## src/video_pkg.sv

```systemverilog
package video_pkg;

    ////////////////////
    // Shared types
    ////////////////////
    typedef logic [8:0]  hpos_t;        // Pixel within the line
    typedef logic [7:0]  vpos_t;        // Line within the frame
    typedef logic [3:0]  color_idx_t;
    typedef logic [11:0] rgb12_t;       // Red in bits 11:8
    typedef logic [3:0]  io_addr_t;
    typedef logic [7:0]  byte_t;
    typedef logic [9:0]  cell_addr_t;   // Row * 40 + column
    typedef logic [10:0] glyph_addr_t;  // {code, glyph row}

    ////////////////////
    // Raster timing
    ////////////////////
    localparam int h_active = 320;
    localparam int h_front  = 8;
    localparam int h_sync   = 32;
    localparam int h_back   = 40;
    localparam int h_total  = 400;

    localparam int v_active = 200;
    localparam int v_front  = 4;
    localparam int v_sync   = 4;
    localparam int v_back   = 22;
    localparam int v_total  = 230;

    localparam int text_cols = 40;
    localparam int text_rows = 25;

    ////////////////////
    // IO register map
    ////////////////////
    localparam io_addr_t reg_ctrl    = 4'd0;
    localparam io_addr_t reg_palsel  = 4'd1;
    localparam io_addr_t reg_paldata = 4'd2;
    localparam io_addr_t reg_vline   = 4'd3;
    localparam io_addr_t reg_irqline = 4'd4;
    localparam io_addr_t reg_irqmask = 4'd5;
    localparam io_addr_t reg_irqstat = 4'd6;

endpackage

```

## src/raster_timing.sv

```systemverilog
`timescale 1ns/1ps

module raster_timing import video_pkg::*; (
    input  logic  vclk,
    input  logic  reset,
    output hpos_t hpos,
    output vpos_t vpos,
    output logic  hsync,
    output logic  vsync,
    output logic  blank,
    output logic  line_end
);

    localparam hpos_t h_last       = hpos_t'(h_total - 1);
    localparam vpos_t v_last       = vpos_t'(v_total - 1);
    localparam hpos_t hsync_start  = hpos_t'(h_active + h_front);
    localparam hpos_t hsync_end    = hpos_t'(h_active + h_front + h_sync);
    localparam vpos_t vsync_start  = vpos_t'(v_active + v_front);
    localparam vpos_t vsync_end    = vpos_t'(v_active + v_front + v_sync);

    hpos_t h_next;
    vpos_t v_next;

    // Next position, outputs are decoded from it so they line up with hpos/vpos
    always_comb begin
        h_next = line_end ? '0 : hpos + hpos_t'(1);
        v_next = vpos;
        if (line_end) begin
            if (vpos == v_last)
                v_next = '0;
            else
                v_next = vpos + vpos_t'(1);
        end
    end

    always_ff @(posedge vclk or posedge reset) begin
        if (reset) begin
            hpos     <= '0;
            vpos     <= '0;
            hsync    <= 1'b1;   // Syncs idle high
            vsync    <= 1'b1;
            blank    <= 1'b0;
            line_end <= 1'b0;
        end else begin
            hpos     <= h_next;
            vpos     <= v_next;
            line_end <= (h_next == h_last);
            hsync    <= !(h_next >= hsync_start && h_next < hsync_end);
            vsync    <= !(v_next >= vsync_start && v_next < vsync_end);
            blank    <= (h_next >= hpos_t'(h_active)) || (v_next >= vpos_t'(v_active));
        end
    end

endmodule

```

## config.mk

```make
export PLATFORM = sky130hd
export DESIGN_NAME = raster_timing
export DESIGN_NICKNAME = d
export VERILOG_FILES = /design/src/video_pkg.sv /design/src/raster_timing.sv
export SDC_FILE = /design/constraint.sdc
export NUM_CORES = 1
export LEC_CHECK = 0
export ABC_AREA = 1
export BUFFER_PORTS_ARGS = -buffer_cell sky130_fd_sc_hd__buf_2
export CAP_MARGIN = 20
export CORE_ASPECT_RATIO = 0.75
export CORE_MARGIN = 2
export CORE_UTILIZATION = 60
export CTS_BUF_LIST = sky130_fd_sc_hd__clkbuf_8
export CTS_CLUSTER_DIAMETER = 150
export DETAILED_ROUTE_END_ITERATION = 12
export PLACE_DENSITY = 0.86
export SYNTH_ARGS = -nofsm -noshare
export SYNTH_HDL_FRONTEND = slang
export SYNTH_SLANG_ARGS = --single-unit
```

## constraint.sdc

```tcl
create_clock -name vclk -period 3.1 [get_ports vclk]
set_clock_uncertainty 0.15 [all_clocks]
set_input_delay 0.155 -clock vclk [delete_from_list [all_inputs] [get_ports vclk]]
set_output_delay 0.155 -clock vclk [all_outputs]
set_load 0.01 [all_outputs]
```

==> impl_metrics.toml <==
[detailed_routing]
wl_met3_um = 154
firstDrtPassIters = 4
top_layer = "met4"
drcViolationCount = 0
wirelength_mm = 2.43
vias = 1019
met1Wirelength_mm = 1.08
wl_per_cell_um = 12.5
drt_iter0_markers = 38
wl_met2_mm = 1.15
viasPerCell = 5.25
ant_nets = 0

[logic_synthesis]
yosysTopAreaCellShare_pct = 40.8
synth_area_leaders = "dfrtp_1 (41%), nand2_1 (11%), nand3_1 (9.4%)"
synth_nets = 152
yosys.area.top_type = "dfrtp_1"
seq_area_frac_synth_pct = 45.3
syn_avg_cell_area_um2 = 7.93
yosysMostFrequentCell = "nand2_1"
netlist_instances = 147
syn_area_um2 = 1170
netlist_top_cells_count = "nand2_1 (34), inv_1 (27), nand3_1 (22)"
synth_edf_count = 0
synth_ff_type = "dfrtp_1"
async_reset_ff_share_pct = 100
synth-seq-cells = 21
ys_warn_count = 0
yosysUniqueCellTypes = 27

[setup_path]
crit_fanout = 6
worstSetupEndpointType = "register"
crit_type = "register to register"
critPathRequiredTime_ns = 3.14
worstPathArrival_ns = 1.76
worst_setup_path_start_kind = "register"

[finish]
area_growth_pct = 15.5
drive_gt1_share_pct = 25.0
final_nets = 178
num_antenna_cells = 0

[min_path]
hp-class = "register to register"

[pwr]
pwr_density_cell_nw_per_um2 = 345
power_frac_clock_pct = 39.6
swShare_pct = 21.1
p_comb_share_pct = 1.4
finalPower_w = 0.000464
peakVddDrop_mv = 0.311
seq_power_share_pct = 59.0
switchingPower_w = 0.0000982
cell_internal_pwr_w = 0.000366
leakage_nw = 0.854

[sta]
period_needed_ns = 1.71
tightest_slew_ns = 0.780
setup_viol = 0
drv_slew = 0
rsz0062_at_grt = "false"
tns_ns = 0
fmax_ghz = 0.583
relSlewSlack_pct = 48.0
final_hold_viol_count = 0
period_share_pct = 55.3
finalWorstSetupSlack_ns = 1.39

[die]
ios = 23
die-area_um2 = 2320
die_y_um = 42.2
die_w_um = 54.9
core_um2 = 1790
num_rows = 13
initial_core_util_pct = 65.2

[clocking]
postCtsResizedCells = 0
clk_pin_slew_ns = 0.08
cts-root-buf = "clkbuf_8"
post_cts_buffers = 0
cts_hold_buf = 1
clock_latency_ns = 0.26
max-clock-path-buffers = 2
htreeDepth = 1
cts_tree = "done"
cts_made_buffers = 3
clock_sinks = 21

[global_route]
grt_overflow_total = 0
grt_max_degree = 22
grt_pass1_vias = 921
grt_util_all_layers_pct = 25.0
antenna_found_initial = 0
grt_pass1_wl_mm = 4.04

[placement]
hpwl_mm = 1.85
place_congestion = 0.923
io_buffers = 22
pre_cts_ws_ns = 1.39

[run]
maxCapViolations = 0

[outcome]
status = "complete, no violations"
## worst max-delay path, cell delays in order, from the launching register on
cell and delay, ns:
dfrtp_1 0.48, ha_1 0.20, nand2_1 0.05, nor2_1 0.14, nand4_2 0.18, nand3_1 0.18
nand2_1 0.07, nor2_1 0.11, nand3_1 0.07
## cell type report
| cell class | instances | area (um^2) |
|---|---|---|
| Fill cell | 146 | 443 |
| Inverter | 32 | 120 |
| Timing Repair Buffer | 23 | 120 |
| Tap cell | 22 | 27.5 |
| Sequential cell | 21 | 528 |
| Clock buffer | 3 | 41.3 |
| Multi-Input combinational cell | 92 | 502 |
| Clock inverter | 1 | 7.51 |
## routing by layer
metal / up-vias / track usage [%]
li1: 507 / -
met5: - / 0
met4: 0 / 8.78
met2: 36 / 37.6
met3: 5 / 7.50
met1: 471 / 33.8
## cells in the final DEF, fill, tap and decap left out, drive strengths merged
cell type,Yosys,final
buf,2,22
a21oi,3,3
clkinv,1,1
or2,2,2
dfstp,2,2
nor2,14,14
inv,31,31
a21boi,1,1
dlygate4sd3,0,1
nand2,36,36
o21bai,1,1
nand4,5,5
nand3,22,22
clkinvlp,0,1
dfrtp,19,19
o22ai,1,1
o21ai,1,1
nor3,2,2
ha,3,3
clkbuf,0,3
xnor2,1,1
## worst paths after layout
| kind | cells past startpoint | startpoint | slack (ns) | to |
|---|---|---|---|---|
| setup / recovery | 8 | vpos[0] | 1.39 | vsync |
| hold / removal | 1 | hpos[0] | 0.35 | hpos[0] |
| setup reg to reg | 8 | vpos[0] | 1.39 | vsync |
| hold reg to reg | 1 | hpos[0] | 0.35 | hpos[0] |
| max in group asynchronous | 3 | reset | 1.88 | hpos[7] |
| min in group asynchronous | 3 | reset | 0.43 | line_end |
## kinds of logic after synthesis
family	synth area share, %
buffers and inverters	11.7
AND/OR/NAND/NOR	35.2
XOR/XNOR	0.751
flip-flops	45.3
AO/OA/AOI/OAI	3.86
adder cells (fa/ha/maj)	3.22
## stage by stage
stage	cell area, um^2	utilization (%)	hold slack, ns	instances
3_3_place_gp	1290	72.0	0.173	189
3_5_place_dp	1290	72.0	0.178	189
5_1_grt	1350	75.2	0.395	194
6_report	1350	75.2	0.352	194
4_1_cts	1350	75.2	0.352	194
2_1_floorplan	1170	-	-0.0200	147
## power by group through the flow
| stage | clock network (W) | logic, W | registers (W) |
|---|---|---|---|
| after floorplan | 0 | 0.00000407 | 0.000279 |
| after global placement | 0 | 0.00000592 | 0.000279 |
| after detailed placement | 0 | 0.00000600 | 0.000279 |
| after CTS | 0.000186 | 0.00000692 | 0.000274 |
| after global routing | 0.000201 | 0.00000839 | 0.000274 |
| final | 0.000184 | 0.00000667 | 0.000274 |
## registers in the layout (all words and copies together) (netlist names)
signal,cells
line_end,1
blank,1
hsync,1
vpos,8
hpos,9
vsync,1
(Power assumes the default switching activity.)
