**config.mk**
```make
export PLATFORM = sky130hd
export DESIGN_NAME = video_regs_flat
export DESIGN_NICKNAME = d
export VERILOG_FILES = /design/src/video_pkg.sv /design/src/video_ctrl_if.sv /design/src/video_regs.sv /design/src/flat_wrapper.sv
export SDC_FILE = /design/constraint.sdc
export NUM_CORES = 1
export LEC_CHECK = 0
export ABC_CLOCK_PERIOD_IN_PS = 2500
export BUFFER_PORTS_ARGS = -buffer_cell sky130_fd_sc_hd__buf_4
export CORE_MARGIN = 2
export CORE_UTILIZATION = 50
export DETAILED_ROUTE_END_ITERATION = 8
export GPL_ROUTABILITY_DRIVEN = 0
export PLACE_DENSITY = 0.84
export SLEW_MARGIN = 15
export SYNTH_ARGS = -nofsm -noshare
export SYNTH_HDL_FRONTEND = slang
export SYNTH_SLANG_ARGS = --single-unit
```
**constraint.sdc**
```tcl
create_clock -name vclk -period 2.5 [get_ports vclk]
set_input_delay 0.25 -clock vclk [delete_from_list [all_inputs] [get_ports vclk]]
set_output_delay 0.25 -clock vclk [all_outputs]
set_load 0.01 [all_outputs]
```
**src/video_pkg.sv**
```systemverilog
package video_pkg;

    ////////////////////
    // Shared types
    ////////////////////
    typedef logic [8:0]  hpos_t;        // Pixel within the line
    typedef logic [7:0]  vpos_t;        // Line within the frame
    typedef logic [3:0]  color_idx_t;
    typedef logic [11:0] rgb12_t;       // Red in bits 11:8
    typedef logic [3:0]  io_addr_t;
    typedef logic [7:0]  byte_t;
    typedef logic [9:0]  cell_addr_t;   // Row * 40 + column
    typedef logic [10:0] glyph_addr_t;  // {code, glyph row}

    ////////////////////
    // Raster timing
    ////////////////////
    localparam int h_active = 320;
    localparam int h_front  = 8;
    localparam int h_sync   = 32;
    localparam int h_back   = 40;
    localparam int h_total  = 400;

    localparam int v_active = 200;
    localparam int v_front  = 4;
    localparam int v_sync   = 4;
    localparam int v_back   = 22;
    localparam int v_total  = 230;

    localparam int text_cols = 40;
    localparam int text_rows = 25;

    ////////////////////
    // IO register map
    ////////////////////
    localparam io_addr_t reg_ctrl    = 4'd0;
    localparam io_addr_t reg_palsel  = 4'd1;
    localparam io_addr_t reg_paldata = 4'd2;
    localparam io_addr_t reg_vline   = 4'd3;
    localparam io_addr_t reg_irqline = 4'd4;
    localparam io_addr_t reg_irqmask = 4'd5;
    localparam io_addr_t reg_irqstat = 4'd6;

endpackage

```
**src/video_ctrl_if.sv**
```systemverilog
`timescale 1ns/1ps

interface video_ctrl_if import video_pkg::*; ();

    logic       text_enable;    // ctrl bit 0
    logic [4:0] palsel;         // Entry in 4:1, byte in 0
    logic       pal_wren;
    byte_t      wrdata;         // CPU write data, shared
    byte_t      pal_rddata;

    modport regs (
        output text_enable,
        output palsel,
        output pal_wren,
        output wrdata,
        input  pal_rddata
    );

    modport renderer (input text_enable);

    modport pal (input palsel, input pal_wren, input wrdata, output pal_rddata);

endinterface

```
**src/video_regs.sv**
```systemverilog
`timescale 1ns/1ps

module video_regs import video_pkg::*; (
    input  logic     vclk,
    input  logic     reset,

    // CPU register bus
    input  io_addr_t io_addr,
    input  byte_t    io_wrdata,
    input  logic     io_wren,
    output byte_t    io_rddata,

    input  vpos_t    vpos,
    output logic     irq,

    video_ctrl_if.regs ctrl
);

    logic       text_enable_r;
    logic [4:0] palsel_r;
    byte_t      irqline_r;
    logic [1:0] irqmask_r;      // {line, vblank}
    logic [1:0] irqstat_r;      // Same layout as the mask

    logic       line_match, line_match_r;
    logic       in_vblank, in_vblank_r;
    logic [1:0] stat_set;
    logic [1:0] stat_clr;

    ////////////////////
    // Interrupt sources
    ////////////////////
    assign line_match = (vpos == irqline_r);
    assign in_vblank  = (vpos >= vpos_t'(v_active));

    // Rising edges only
    assign stat_set = {line_match && !line_match_r, in_vblank && !in_vblank_r};
    assign stat_clr = (io_wren && io_addr == reg_irqstat) ? io_wrdata[1:0] : 2'b00;

    assign irq = |(irqstat_r & irqmask_r);

    ////////////////////
    // Register writes
    ////////////////////
    always_ff @(posedge vclk or posedge reset) begin
        if (reset) begin
            text_enable_r <= 1'b0;
            palsel_r      <= '0;
            irqline_r     <= '0;
            irqmask_r     <= '0;
            irqstat_r     <= '0;
            line_match_r  <= 1'b0;
            in_vblank_r   <= 1'b0;
        end else begin
            line_match_r <= line_match;
            in_vblank_r  <= in_vblank;

            if (io_wren) begin
                case (io_addr)
                    reg_ctrl:    text_enable_r <= io_wrdata[0];
                    reg_palsel:  palsel_r      <= io_wrdata[4:0];
                    reg_irqline: irqline_r     <= io_wrdata;
                    reg_irqmask: irqmask_r     <= io_wrdata[1:0];
                    default: ;
                endcase
            end

            // Set beats a clear in the same cycle
            irqstat_r <= (irqstat_r & ~stat_clr) | stat_set;
        end
    end

    // Palette bytes live in the palette block
    assign ctrl.text_enable = text_enable_r;
    assign ctrl.palsel      = palsel_r;
    assign ctrl.pal_wren    = io_wren && (io_addr == reg_paldata);
    assign ctrl.wrdata      = io_wrdata;

    ////////////////////
    // Read mux
    ////////////////////
    always_comb begin
        case (io_addr)
            reg_ctrl:    io_rddata = {7'b0, text_enable_r};
            reg_palsel:  io_rddata = {3'b0, palsel_r};
            reg_paldata: io_rddata = ctrl.pal_rddata;
            reg_vline:   io_rddata = vpos;
            reg_irqline: io_rddata = irqline_r;
            reg_irqmask: io_rddata = {6'b0, irqmask_r};
            reg_irqstat: io_rddata = {6'b0, irqstat_r};
            default:     io_rddata = '0;    // Unused addresses
        endcase
    end

endmodule

```
**src/flat_wrapper.sv**
```systemverilog
// flat-port wrapper written by rule: the top's interface ports become plain ports
module video_regs_flat import video_pkg::*;
  (vclk, reset, io_addr, io_wrdata, io_wren, io_rddata, vpos, irq, ctrl_text_enable, ctrl_palsel, ctrl_pal_wren, ctrl_wrdata, ctrl_pal_rddata);
  video_ctrl_if ctrl_i ();
  input  logic vclk;
  input  logic reset;
  input  io_addr_t io_addr;
  input  byte_t io_wrdata;
  input  logic io_wren;
  output byte_t io_rddata;
  input  vpos_t vpos;
  output logic irq;
  output wire logic [$bits(ctrl_i.text_enable)-1:0] ctrl_text_enable;
  output wire logic [$bits(ctrl_i.palsel)-1:0] ctrl_palsel;
  output wire logic [$bits(ctrl_i.pal_wren)-1:0] ctrl_pal_wren;
  output wire logic [$bits(ctrl_i.wrdata)-1:0] ctrl_wrdata;
  input wire logic [$bits(ctrl_i.pal_rddata)-1:0] ctrl_pal_rddata;
  assign ctrl_text_enable = ctrl_i.text_enable;
  assign ctrl_palsel = ctrl_i.palsel;
  assign ctrl_pal_wren = ctrl_i.pal_wren;
  assign ctrl_wrdata = ctrl_i.wrdata;
  assign ctrl_i.pal_rddata = ctrl_pal_rddata;
  video_regs u_core (.vclk(vclk), .reset(reset), .io_addr(io_addr), .io_wrdata(io_wrdata), .io_wren(io_wren), .io_rddata(io_rddata), .vpos(vpos), .irq(irq), .ctrl(ctrl_i));
endmodule
```
==> metrics <==
Clock Skew=0.00881 ns; crit start category=input pin; max cap viols=0; kind of critical path=input pin to output pin; Yosys warnings=0; Final Cycle Share=0.722; final WL=3220 um; multi-input gate area in the final layout=634 um2; initial antenna violation count=0; Total GRT Usage=0.253; Final Max Slew Viols=0; Layout area overhead=35.3%; H-tree depth=1; ys flop type=dfrtp_1; pwr dens=618 nW/um2; HP Class=input pin to async pin; Fmax=0.554 GHz; WHS=0.0827 ns; mean post-synth cell area=11.2 um2; clock root buffer=clkbuf_4; Critical Path RT=2.25 ns; CP arrival=1.55 ns; status=complete, no violations; Vias/cell=5.88; RSZ-0062 raised after global routing=false; Initial Util=0.543; PortBufs=54; CP Capture Type=output pin; Worst-Skew Late Latency=0.30 ns; CTS resizes=0; VDD IR-drop max=0.000486 V; 1st-iter DRT viols=34; number of synthesized register bits=20; slew margin rel.=0.481; first-pass GRT wire length=5040 um; Storage cell area=500 um2; Mapped Area=1220 um2; # DRC=0; Synthesized Nets=140; chip width=53.5 um; Setup WS pre-CTS=0.702 ns; Remaining Overflow, GRT=0; clock tree buffer depth=2; # clock sinks=20; final worst slack=0.696 ns; maximum number of pins on one net before global-route repair=21; P_leak=0.824 nW; total number of vias=1093; final hold violation count=0; final instance area=1660 um2; vias in the first global route=1130; Seq/Total Area, Yosys=0.409; cell row count=17; die area=2860 um2; Hold-fix buffers, CTS=0; worst-path fanout max=16; Routed WL per cell=17.3 um; Core Box Area=2250 um2; Setup Viol. Count Final=0; Slew @ Worst Pin=0.777 ns; post-CTS setup buffers=0; nets@finish=190; CTS tree=built; HPWL Detailed=2470 um; TritonCTS buffer count=3; number of flops mapped to enable cells by yosys=0; Die H=53.5 um; TritonRoute pass-1 iters=4; fin util=0.735; Inserted Diodes=0; synth unique cells=32; ratio of cells with drive above 1 in the final layout=0.500; placed cell area=1610 um2; Mapped Cells=109; Post-synth ARST share=1.00; Setup TNS=0 ns; antenna viol nets, final=0; Ports=55; CTS clk-pin slew, worst paths=0.12 ns; min cycle time layout=1.80 ns; Fillers=175
==> critical path: stages <==
cell and delay (ns):
buf_4 0.17, nor4b_4 0.64, a22o_1 0.27, a211o_1 0.11, buf_4 0.11
==> per-stage QoR <==
step | cells | power (mW)
floorplan | 109 | 0.618
global placement | 182 | 0.752
detailed placement | 182 | 0.767
CTS | 186 | 1.03
global route | 186 | 1.08
finish | 186 | 1.02
==> power by group <==
part | total [mW] | leakage (nW) | internal (mW) | switching [mW]
registers | 0.452 | 0.244 | 0.392 | 0.0606
clock network | 0.263 | 0.0279 | 0.162 | 0.101
logic | 0.310 | 0.552 | 0.183 | 0.127
total | 1.02 | 0.824 | 0.737 | 0.288
==> synthesized netlist by cell type, drive strengths merged (2+ instances only) <==
| master | count | area [um2] |
|---|---|---|
| a21o | 2 | 15.0 |
| a222oi | 3 | 30.0 |
| a22o | 6 | 52.6 |
| and4bb | 2 | 25.0 |
| buf | 8 | 60.1 |
| clkbuf | 2 | 7.51 |
| dfrtp | 20 | 500 |
| inv | 6 | 22.5 |
| mux2 | 17 | 191 |
| nand2 | 5 | 26.3 |
| nand3 | 4 | 20.0 |
| nand3b | 4 | 30.0 |
| nand4 | 2 | 12.5 |
| nor2 | 3 | 11.3 |
| nor4b | 2 | 32.5 |
| o21ai | 3 | 15.0 |
| xnor2 | 8 | 70.1 |
==> final timing paths <==
check,from,endpoint,slack (ns),cells past startpoint
min reg2reg,u_core.line_match_r$_DFF_PP0_,u_core.irqstat_r[1]$_DFF_PP0_,0.46,1
min,reset,u_core.irqstat_r[1]$_DFF_PP0_,0.08,2
min in group vclk,io_wrdata[5],u_core.irqline_r[5]$_DFFE_PP0P_,0.18,2
max in group asynchronous,reset,u_core.in_vblank_r$_DFF_PP0_,1.93,2
max,io_addr[1],io_rddata[0],0.70,5
max reg2reg,u_core.irqline_r[2]$_DFFE_PP0P_,u_core.irqstat_r[1]$_DFF_PP0_,1.28,3
==> placed cells by master, fill, tap and decap left out, types with 2 or more instances in the layout <==
cell       n
dfrtp_1   20
a21o_1     2
o21ai_0    3
nand2_1    4
buf_4     55
clkbuf_4   3
inv_1      6
a22o_1     6
a222oi_1   3
nand4_1    2
nand3b_1   4
mux2_2    17
nand3_1    4
xnor2_1    8
nor2_1     3
==> flip-flops by register name, indices dropped and copies added (netlist names) <==
name,count
u_core.irqmask_r,2
u_core.ctrl.text_enable,1
u_core.irqstat_r,2
u_core.line_match_r,1
u_core.irqline_r,8
u_core.in_vblank_r,1
u_core.ctrl.palsel,5
==> routing by layer <==
layer,GRT usage,up-vias,part of all wire
met3,0.0282,8,0.072
met4,0.120,0,0.027
met5,0,-,0
li1,-,502,-
met2,0.455,57,0.53
met1,0.295,526,0.37
==> cell type report <==
type,instances,area share
Clock buffer,3,0.0136
Clock inverter,1,0.0181
Inverter,6,0.0136
Multi-Input combinational cell,73,0.383
Sequential cell,20,0.302
Tap cell,28,0.0211
Timing Repair Buffer,55,0.249
==> kinds of logic after synthesis <==
logic type / synth area share
AO/OA/AOI/OAI: 0.142
XOR/XNOR: 0.0572
buffers and inverters: 0.0735
flip-flops: 0.409
multiplexers: 0.164
AND/OR/NAND/NOR: 0.154
(Power assumes the default switching activity.)
