File: src/video_pkg.sv
package video_pkg;

    ////////////////////
    // Shared types
    ////////////////////
    typedef logic [8:0]  hpos_t;        // Pixel within the line
    typedef logic [7:0]  vpos_t;        // Line within the frame
    typedef logic [3:0]  color_idx_t;
    typedef logic [11:0] rgb12_t;       // Red in bits 11:8
    typedef logic [3:0]  io_addr_t;
    typedef logic [7:0]  byte_t;
    typedef logic [9:0]  cell_addr_t;   // Row * 40 + column
    typedef logic [10:0] glyph_addr_t;  // {code, glyph row}

    ////////////////////
    // Raster timing
    ////////////////////
    localparam int h_active = 320;
    localparam int h_front  = 8;
    localparam int h_sync   = 32;
    localparam int h_back   = 40;
    localparam int h_total  = 400;

    localparam int v_active = 200;
    localparam int v_front  = 4;
    localparam int v_sync   = 4;
    localparam int v_back   = 22;
    localparam int v_total  = 230;

    localparam int text_cols = 40;
    localparam int text_rows = 25;

    ////////////////////
    // IO register map
    ////////////////////
    localparam io_addr_t reg_ctrl    = 4'd0;
    localparam io_addr_t reg_palsel  = 4'd1;
    localparam io_addr_t reg_paldata = 4'd2;
    localparam io_addr_t reg_vline   = 4'd3;
    localparam io_addr_t reg_irqline = 4'd4;
    localparam io_addr_t reg_irqmask = 4'd5;
    localparam io_addr_t reg_irqstat = 4'd6;

endpackage

File: src/video_ctrl_if.sv
`timescale 1ns/1ps

interface video_ctrl_if import video_pkg::*; ();

    logic       text_enable;    // ctrl bit 0
    logic [4:0] palsel;         // Entry in 4:1, byte in 0
    logic       pal_wren;
    byte_t      wrdata;         // CPU write data, shared
    byte_t      pal_rddata;

    modport regs (
        output text_enable,
        output palsel,
        output pal_wren,
        output wrdata,
        input  pal_rddata
    );

    modport renderer (input text_enable);

    modport pal (input palsel, input pal_wren, input wrdata, output pal_rddata);

endinterface

File: src/palette.sv
`timescale 1ns/1ps

module palette import video_pkg::*; (
    input  logic       vclk,
    input  logic       reset,

    video_ctrl_if.pal  ctrl,

    input  color_idx_t color_idx,
    input  logic       blank,       // Already aligned with color_idx
    output logic [3:0] vga_r,
    output logic [3:0] vga_g,
    output logic [3:0] vga_b
);

    rgb12_t     entries [16];
    color_idx_t sel_entry;
    logic       sel_red;            // High byte holds red
    rgb12_t     rgb;

    assign sel_entry = ctrl.palsel[4:1];
    assign sel_red   = ctrl.palsel[0];

    always_ff @(posedge vclk or posedge reset) begin
        if (reset) begin
            for (int i = 0; i < 16; i++)
                entries[i] <= '0;
        end else if (ctrl.pal_wren) begin
            if (sel_red)
                entries[sel_entry][11:8] <= ctrl.wrdata[3:0];
            else
                entries[sel_entry][7:0] <= ctrl.wrdata;    // Green and blue
        end
    end

    assign ctrl.pal_rddata = sel_red ? {4'b0, entries[sel_entry][11:8]}
                                     : entries[sel_entry][7:0];

    ////////////////////
    // Output registers
    ////////////////////
    assign rgb = entries[color_idx];

    always_ff @(posedge vclk or posedge reset) begin
        if (reset) begin
            vga_r <= '0;
            vga_g <= '0;
            vga_b <= '0;
        end else begin
            vga_r <= blank ? 4'b0 : rgb[11:8];
            vga_g <= blank ? 4'b0 : rgb[7:4];
            vga_b <= blank ? 4'b0 : rgb[3:0];
        end
    end

endmodule

File: src/flat_wrapper.sv
// flat-port wrapper written by rule: the top's interface ports become plain ports
module palette_flat import video_pkg::*;
  (vclk, reset, color_idx, blank, vga_r, vga_g, vga_b, ctrl_palsel, ctrl_pal_wren, ctrl_wrdata, ctrl_pal_rddata);
  video_ctrl_if ctrl_i ();
  input  logic vclk;
  input  logic reset;
  input  color_idx_t color_idx;
  input  logic blank;
  output logic [3:0] vga_r;
  output logic [3:0] vga_g;
  output logic [3:0] vga_b;
  input wire logic [$bits(ctrl_i.palsel)-1:0] ctrl_palsel;
  input wire logic [$bits(ctrl_i.pal_wren)-1:0] ctrl_pal_wren;
  input wire logic [$bits(ctrl_i.wrdata)-1:0] ctrl_wrdata;
  output wire logic [$bits(ctrl_i.pal_rddata)-1:0] ctrl_pal_rddata;
  assign ctrl_i.palsel = ctrl_palsel;
  assign ctrl_i.pal_wren = ctrl_pal_wren;
  assign ctrl_i.wrdata = ctrl_wrdata;
  assign ctrl_pal_rddata = ctrl_i.pal_rddata;
  palette u_core (.vclk(vclk), .reset(reset), .ctrl(ctrl_i), .color_idx(color_idx), .blank(blank), .vga_r(vga_r), .vga_g(vga_g), .vga_b(vga_b));
endmodule
File: config.mk
export PLATFORM = sky130hd
export DESIGN_NAME = palette_flat
export DESIGN_NICKNAME = d
export VERILOG_FILES = /design/src/video_pkg.sv /design/src/video_ctrl_if.sv /design/src/palette.sv /design/src/flat_wrapper.sv
export SDC_FILE = /design/constraint.sdc
export NUM_CORES = 1
export LEC_CHECK = 0
export BUFFER_PORTS_ARGS = -buffer_cell sky130_fd_sc_hd__clkbuf_2
export CORE_MARGIN = 4
export CORE_UTILIZATION = 55
export DETAILED_ROUTE_END_ITERATION = 8
export PLACE_DENSITY_LB_ADDON = 0.25
export SYNTH_ARGS = -nofsm -noshare
export SYNTH_HDL_FRONTEND = slang
export SYNTH_SLANG_ARGS = --single-unit
export TNS_END_PERCENT = 10
File: constraint.sdc
create_clock -name vclk -period 12.02 [get_ports vclk]
set_input_delay 0.601 -clock vclk [delete_from_list [all_inputs] [get_ports vclk]]
set_output_delay 0.601 -clock vclk [all_outputs]
set_load 0.02 [all_outputs]
==> summary.md, run 1 <==
| Metric | Value |
|---|---|
| Status | `complete, no violations` |
| Peak supply drop | `about 0.13 mV` |
| GRT Overall Usage | `0.2509` |
| Pin count of the biggest net entering global routing | `150` |
| Num CTS Buffers | `23` |
| Htree depth | `1` |
| Synthesized net count | `765` |
| Post-cts sizing count | `0` |
| Post-route ant nets | `0` |
| Yosys top cell area share | `0.4732` |
| Fill count | `between 1,000 and 1,500` |
| Number of global-route vias before repair | `7,347` |
| Cell taking the most area after synthesis | `dfrtp_1` |
| CTS Sinks | `between 200 and 250` |
| Area growth, synth to finish | `10.35%` |
| Count leader, synth | `mux2_2` |
| Area after DPL | `about 11,000 um2` |
| Register bit total from synthesis | `204` |
| Seq/Total Area, Yosys | `0.4732` |
| Synth Warn # | `0` |
| Max Fclk | `0.2803 GHz` |
| Relative slew slack | `0.3083` |
| Worst-skew pair later-pin latency | `about 0.53 ns` |
| Reg2Reg Setup Slack | `10.51 ns` |
| Fin nets | `between 700 and 800` |
| Final instance area | `roughly 12,000 um2` |
| Root Driver | `clkbuf_16` |
| Final Max Slew Viols | `0` |
| Setup-failing EPs final | `0` |
| Final Hold Viols | `0` |
| Syn avg cell area | `between 10 and 15 um2` |
| Final Core Density | `0.6259` |
| I/O pins | `41` |
| Top FF cell, synth | `dfrtp_1` |
| Critical Path RT | `~11 ns` |
| DP Wirelength | `roughly 17,000 um` |
| Minimum clock period | `roughly 3.6 ns` |
| CORE AREA | `around 19,000 um2` |
| Die Y | `between 100 and 150 um` |
| CTS Hold Bufs | `0` |
| Post-synth EDFFs | `0` |
| CP Max Fanout | `between 50 and 60` |
| Remaining Overflow, GRT | `0` |
| Starting Density | `0.5672` |
| GP Congestion | `~0.83` |
| Die area | `about 22,000 um2` |
| Final TNS setup | `0 ns` |
| Arr. time, crit path | `roughly 3.0 ns` |
| FFs w/ async S/R, synth | `1.000` |
| CTS tree | `built` |
| Top post-synthesis cells by area | `dfrtp_1 (47%), mux2_2 (22%), mux4_2 (15%), mux2i_1 (5.9%), o22ai_1 (1.3%)` |
| Post-synthesis cell count | `744` |
| Setup Buffers After CTS | `0` |
| DRT iter0 DRCs | `478` |
| Synth top cells by count | `mux2_2 (207), dfrtp_1 (204), mux4_2 (74)` |
| # DRC | `0` |
| Actual slew at the worst max-slew pin | `roughly 1.0 ns` |
| Max-cap viol count | `0` |
| Vias per cell | `roughly 6.6` |
| Layout cells sized above 1 | `0.4865` |
| Critical Path Start Type | `input port` |
| Met3 Use GR | `0.04418` |
| Met2 Use GR | `0.4026` |
| PortBufs | `40` |
| # rows | `50` |
| Clock-pin slew on the worst setup and hold paths | `approximately 0.060 ns` |
| Die Span X | `between 100 and 150 um` |
| DR WL/cell | `25.69 um` |
| Leak | `between 5 and 6 nW` |
| Fin crit share | `0.2968` |
| Routed WL | `approximately 27,000 um` |
| Clk buf depth | `3` |
| Area occupied by multi-input gates | `roughly 5400 um2` |
| Pwr Density | `roughly 170 nW/um2` |
| Ant. Diodes | `0` |
| First-pass GRT wire length | `around 43,000 um` |
| Worst hold path type | `in2async` |
| Synth cell types | `33` |
| Register area | `approximately 5100 um2` |
| Antenna violations before repair | `0` |
| GRT busiest layer | `met2` |
| Setup CP Type | `in2out` |
| Pre-antenna DRT Iters | `5` |
| Routed vias | `6,860` |
| Clock skew | `around 0.025 ns` |
| CP Capture Type | `output pin` |
| GRT met1 Usage | `0.3600` |
| Post-Syn Area | `around 11,000 um2` |
| RSZ-0062 raised after global routing | `false` |
[placed cells by master (no fill, tap or decap), drive strengths merged]
cell | Yosys | routed
nor2 | 15 | 15
dfrtp | 204 | 204
or3 | 1 | 1
nor3b | 1 | 1
o211ai | 5 | 5
buf | 27 | 9
nand3 | 5 | 5
mux2i | 64 | 64
clkinv | 0 | 4
nand2b | 6 | 6
or2 | 2 | 2
nand4 | 2 | 2
bufinv | 0 | 2
o221ai | 10 | 10
nor2b | 2 | 2
mux4 | 74 | 74
mux2 | 207 | 207
nor3 | 10 | 10
nand3b | 1 | 1
clkbuf | 29 | 72
nand2 | 37 | 37
a21oi | 4 | 4
and3 | 4 | 4
and2 | 4 | 4
o21ai | 4 | 4
o22ai | 23 | 23
nand4b | 1 | 1
inv | 2 | 4
[flip-flops by register name, summed over array words and instances, names as in the netlist]
signal / flops
u_core.vga_b: 4
u_core.entries: 192
u_core.vga_r: 4
u_core.vga_g: 4
[final timing paths]
check,startpoint,end,depth (start not counted)
worst max-delay path,ctrl_palsel[2],ctrl_pal_rddata[0],7
worst min-delay path,reset,u_core.entries[31],2
worst max register to register,u_core.entries[1],u_core.vga_b[1],3
worst min register to register,u_core.entries[120],u_core.entries[120],1
max in group asynchronous,reset,u_core.entries[72],3
min in group vclk,u_core.entries[120],u_core.entries[120],1
[metrics by stage]
stage | cells | setup WS, ns | power (mW) | hold WS (ns)
4_1_cts | 1037 | 8.479 | 2.067 | 0.3759
5_1_grt | 1037 | 8.321 | 2.151 | 0.4337
3_3_place_gp | 995 | 8.529 | 1.310 | 0.5011
6_report | 1037 | 8.452 | 2.056 | 0.2989
2_1_floorplan | 744 | 5.852 | 1.218 | 0.4910
3_5_place_dp | 995 | 8.482 | 1.336 | 0.5105
[report_power, final]
group	internal (mW)	switching [mW]	leakage, nW	total (mW)
clock	0.442	0.284	0.397	0.726
sequential	0.819	0.0986	2.62	0.918
combinational	0.235	0.177	2.27	0.412
[layer usage]
metal | routed length [um] | vias up
met4 | 692 | 0
met2 | 13020 | 267
li1 | - | 2888
met3 | 1625 | 61
met5 | 0 | -
met1 | 11300 | 3644
[cell type report]
type / count / area share
tap: 260 / 0.02733
clock inverter: 8 / 0.009460
sequential: 204 / 0.4288
inverter: 2 / 0.001261
multi-input combinational: 482 / 0.4542
timing repair buffer: 47 / 0.02123
clock buffer: 34 / 0.05770
[worst max-delay path, cell delays in order]
cell	delay [ns]
buf_2	0.08
buf_4	0.73
mux4_2	0.62
mux2i_1	0.35
nand2_1	0.11
and3_1	0.23
clkbuf_2	0.17
[logic make-up after synthesis]
group / count (synthesis) / share of synthesized area
buf+inv: 58 / 0.02563
mux: 345 / 0.4299
compound gates: 46 / 0.02865
flops: 204 / 0.4732
simple gates: 91 / 0.04256
(Power assumes the default switching activity.)
==> inputs of run 2 (changes only) <==
- clock period: 12.02 -> 2.91 ns (I/O delays scaled with it)
==> run 2 against run 1 <==
Final cell count grew 1.4%. Sequential power grew to 4.1 times the previous value. Count of clock-buffer cells in the layout rose by 1. Critical path type unchanged. Die area unchanged. Clock skew down 0.012 ns. First-iteration DRC count is 22% higher. Global-route usage decreased by 0.22 points.
==> summary.md, run 2 (synthesis results as in run 1) <==
| Metric | Value |
|---|---|
| Final TNS setup | `0 ns (unchanged)` |
| Area occupied by multi-input gates | `5406 um2 (unchanged)` |
| Starting Density | `0.5672 (unchanged)` |
| DRT iter0 DRCs | `584 (was 478)` |
| Clock-pin slew on the worst setup and hold paths | `0.05 ns (was 0.06 ns)` |
| PortBufs | `40 (unchanged)` |
| Largest reg by FF count | `u_core.entries (unchanged)` |
| # DRC | `0 (unchanged)` |
| Worst-skew pair later-pin latency | `0.51 ns (was 0.53 ns)` |
| I/O pins | `41 (unchanged)` |
| Post-cts sizing count | `0 (unchanged)` |
| GRT Overall Usage | `0.2487 (was 0.2509)` |
| Die Span X | `148.1 um (unchanged)` |
| Max FFs per register | `192 (unchanged)` |
| Max-cap viol count | `0 (unchanged)` |
| Routed WL | `26,790 um (was 26,640 um)` |
| Pwr Density | `697.7 nW/um2 (was 172.7 nW/um2)` |
| Ant. Diodes | `0 (unchanged)` |
| Final Hold Viols | `0 (unchanged)` |
| Arr. time, crit path | `2.34 ns (was 2.97 ns)` |
| Setup-failing EPs final | `0 (unchanged)` |
| CTS Sinks | `204 (unchanged)` |
| Total power | `8.402 mW (was 2.056 mW)` |
| Commonest non-fill, non-tap cells in the layout | `mux2_2 (207), dfrtp_1 (204), mux4_2 (74) (unchanged)` |
| Antenna violations before repair | `0 (unchanged)` |
| Leak | `5.348 nW (was 5.287 nW)` |
| Root Driver | `clkbuf_16 (unchanged)` |
| Vias per cell | `6.474 (was 6.615)` |
| Setup CP Type | `in2out (unchanged)` |
| CP Capture Type | `output pin (unchanged)` |
| Die area | `21,920 um2 (unchanged)` |
| # rows | `50 (unchanged)` |
| Num CTS Buffers | `23 (unchanged)` |
| Internal power | `6.121 mW (was 1.496 mW)` |
| Clock skew | `0.01300 ns (was 0.02503 ns)` |
| Max Fclk | `roughly 0.40 GHz` |
| Area after DPL | `11,260 um2 (was 11,100 um2)` |
| CORE AREA | `19,020 um2 (unchanged)` |
| CP Max Fanout | `25 (was 58)` |
| Peak supply drop | `0.5660 mV (was 0.1317 mV)` |
| Commonest non-fill, non-tap cell in the layout | `mux2_2 (unchanged)` |
| Post-route ant nets | `0 (unchanged)` |
| Die Y | `148.1 um (unchanged)` |
| Remaining Overflow, GRT | `0 (unchanged)` |
| Critical Path RT | `2.76 ns (was 11.42 ns)` |
| Relative slew slack | `0.4553 (was 0.3083)` |
| Fill count | `1,422 (was 1,443)` |
| DR WL/cell | `25.49 um (was 25.69 um)` |
| Number of global-route vias before repair | `7,195 (was 7,347)` |
| Actual slew at the worst max-slew pin | `0.8170 ns (was 1.038 ns)` |
| Setup Buffers After CTS | `0 (unchanged)` |
| Routed vias | `6,804 (was 6,860)` |
| Htree depth | `1 (unchanged)` |
| Final Max Slew Viols | `0 (unchanged)` |
| Fin crit share | `0.8542` |
| Worst hold path type | `in2reg (was in2async)` |
| Critical Path Start Type | `input port (unchanged)` |
| Status | `complete, no violations (unchanged)` |
| Sequential share of power | `0.451 (was 0.446)` |
| Clk buf depth | `3 (unchanged)` |
| GP Congestion | `0.8488 (was 0.8340)` |
| CTS Hold Bufs | `1 (was 0)` |
| Pin count of the biggest net entering global routing | `77 (was 150)` |
| Area growth, synth to finish | `11.63% (was 10.35%)` |
| Register area | `5105 um2 (unchanged)` |
| DP Wirelength | `17,730 um (was 16,760 um)` |
| Net load switching power | `2.281 mW (was 0.5596 mW)` |
| Combinational Power Share | `0.203 (was 0.200)` |
| Clk pwr share | `0.345 (was 0.353)` |
| Sw Share | `0.2715 (was 0.2722)` |
| Layout cells sized above 1 | `0.4943 (was 0.4865)` |
| Minimum clock period | `~2.5 ns` |
| Fin nets | `795 (was 781)` |
| CTS tree | `built (unchanged)` |
| Final instance area | `12,040 um2 (was 11,900 um2)` |
| First-pass GRT wire length | `42,260 um (was 42,760 um)` |
| Pre-antenna DRT Iters | `5 (unchanged)` |
| RSZ-0062 raised after global routing | `false (unchanged)` |
[run 2: routing by layer]
layer / up-vias / global-route usage / routed length, um
met4: 0 / 0.07067 / 699
met2: 230 / 0.3996 / 13090
li1: 2914 / - / -
met1: 3612 / 0.3615 / 11720
met5: - / 0 / 0
met3: 48 / 0.03321 / 1274
[run 2: metrics by stage]
stage | util | worst slack [ns] | hold slack [ns] | cells
2_1_floorplan | - | 0.1202 | 0.2961 | 744
3_3_place_gp | 0.5921 | 0.4585 | 0.2788 | 1008
3_5_place_dp | 0.5921 | 0.4470 | 0.2894 | 1008
4_1_cts | 0.6332 | 0.4471 | 0.1299 | 1051
5_1_grt | 0.6332 | 0.3463 | 0.1546 | 1051
6_report | 0.6332 | 0.4242 | 0.1444 | 1051
[run 2: worst paths after layout]
kind	start	end	slack, ns	cells after the start
max in group asynchronous	reset	u_core.entries[91]	1.79	4
min reg2reg	u_core.entries[102]	u_core.entries[102]	0.52	1
max	ctrl_palsel[2]	ctrl_pal_rddata[1]	0.42	7
min	blank	u_core.vga_r[3]	0.14	3
min in group asynchronous	reset	u_core.entries[74]	0.29	3
max reg2reg	u_core.entries[48]	u_core.vga_b[0]	1.32	3
[run 2: power groups by stage]
stage	registers, mW	clock network [mW]	logic [mW]
finish	3.79	2.90	1.71
global route	3.85	3.07	1.84
CTS	3.78	2.95	1.71
detailed placement	3.83	0	1.70
global placement	3.77	0	1.64
floorplan	3.70	0	1.33
[run 2: worst max-delay path, stage by stage]
cell	delay, ns
buf_2	0.62
buf_12	0.29
mux4_2	0.51
mux2i_1	0.29
nand2_1	0.08
and3_1	0.19
clkbuf_2	0.16
[run 2: cell type report]
type / count / share of cell area
multi-input combinational: 482 / 0.4489
inverter: 2 / 0.0009351
sequential: 204 / 0.4239
clock inverter: 7 / 0.005922
timing repair buffer: 61 / 0.03512
clock buffer: 35 / 0.05818
tap: 260 / 0.02701
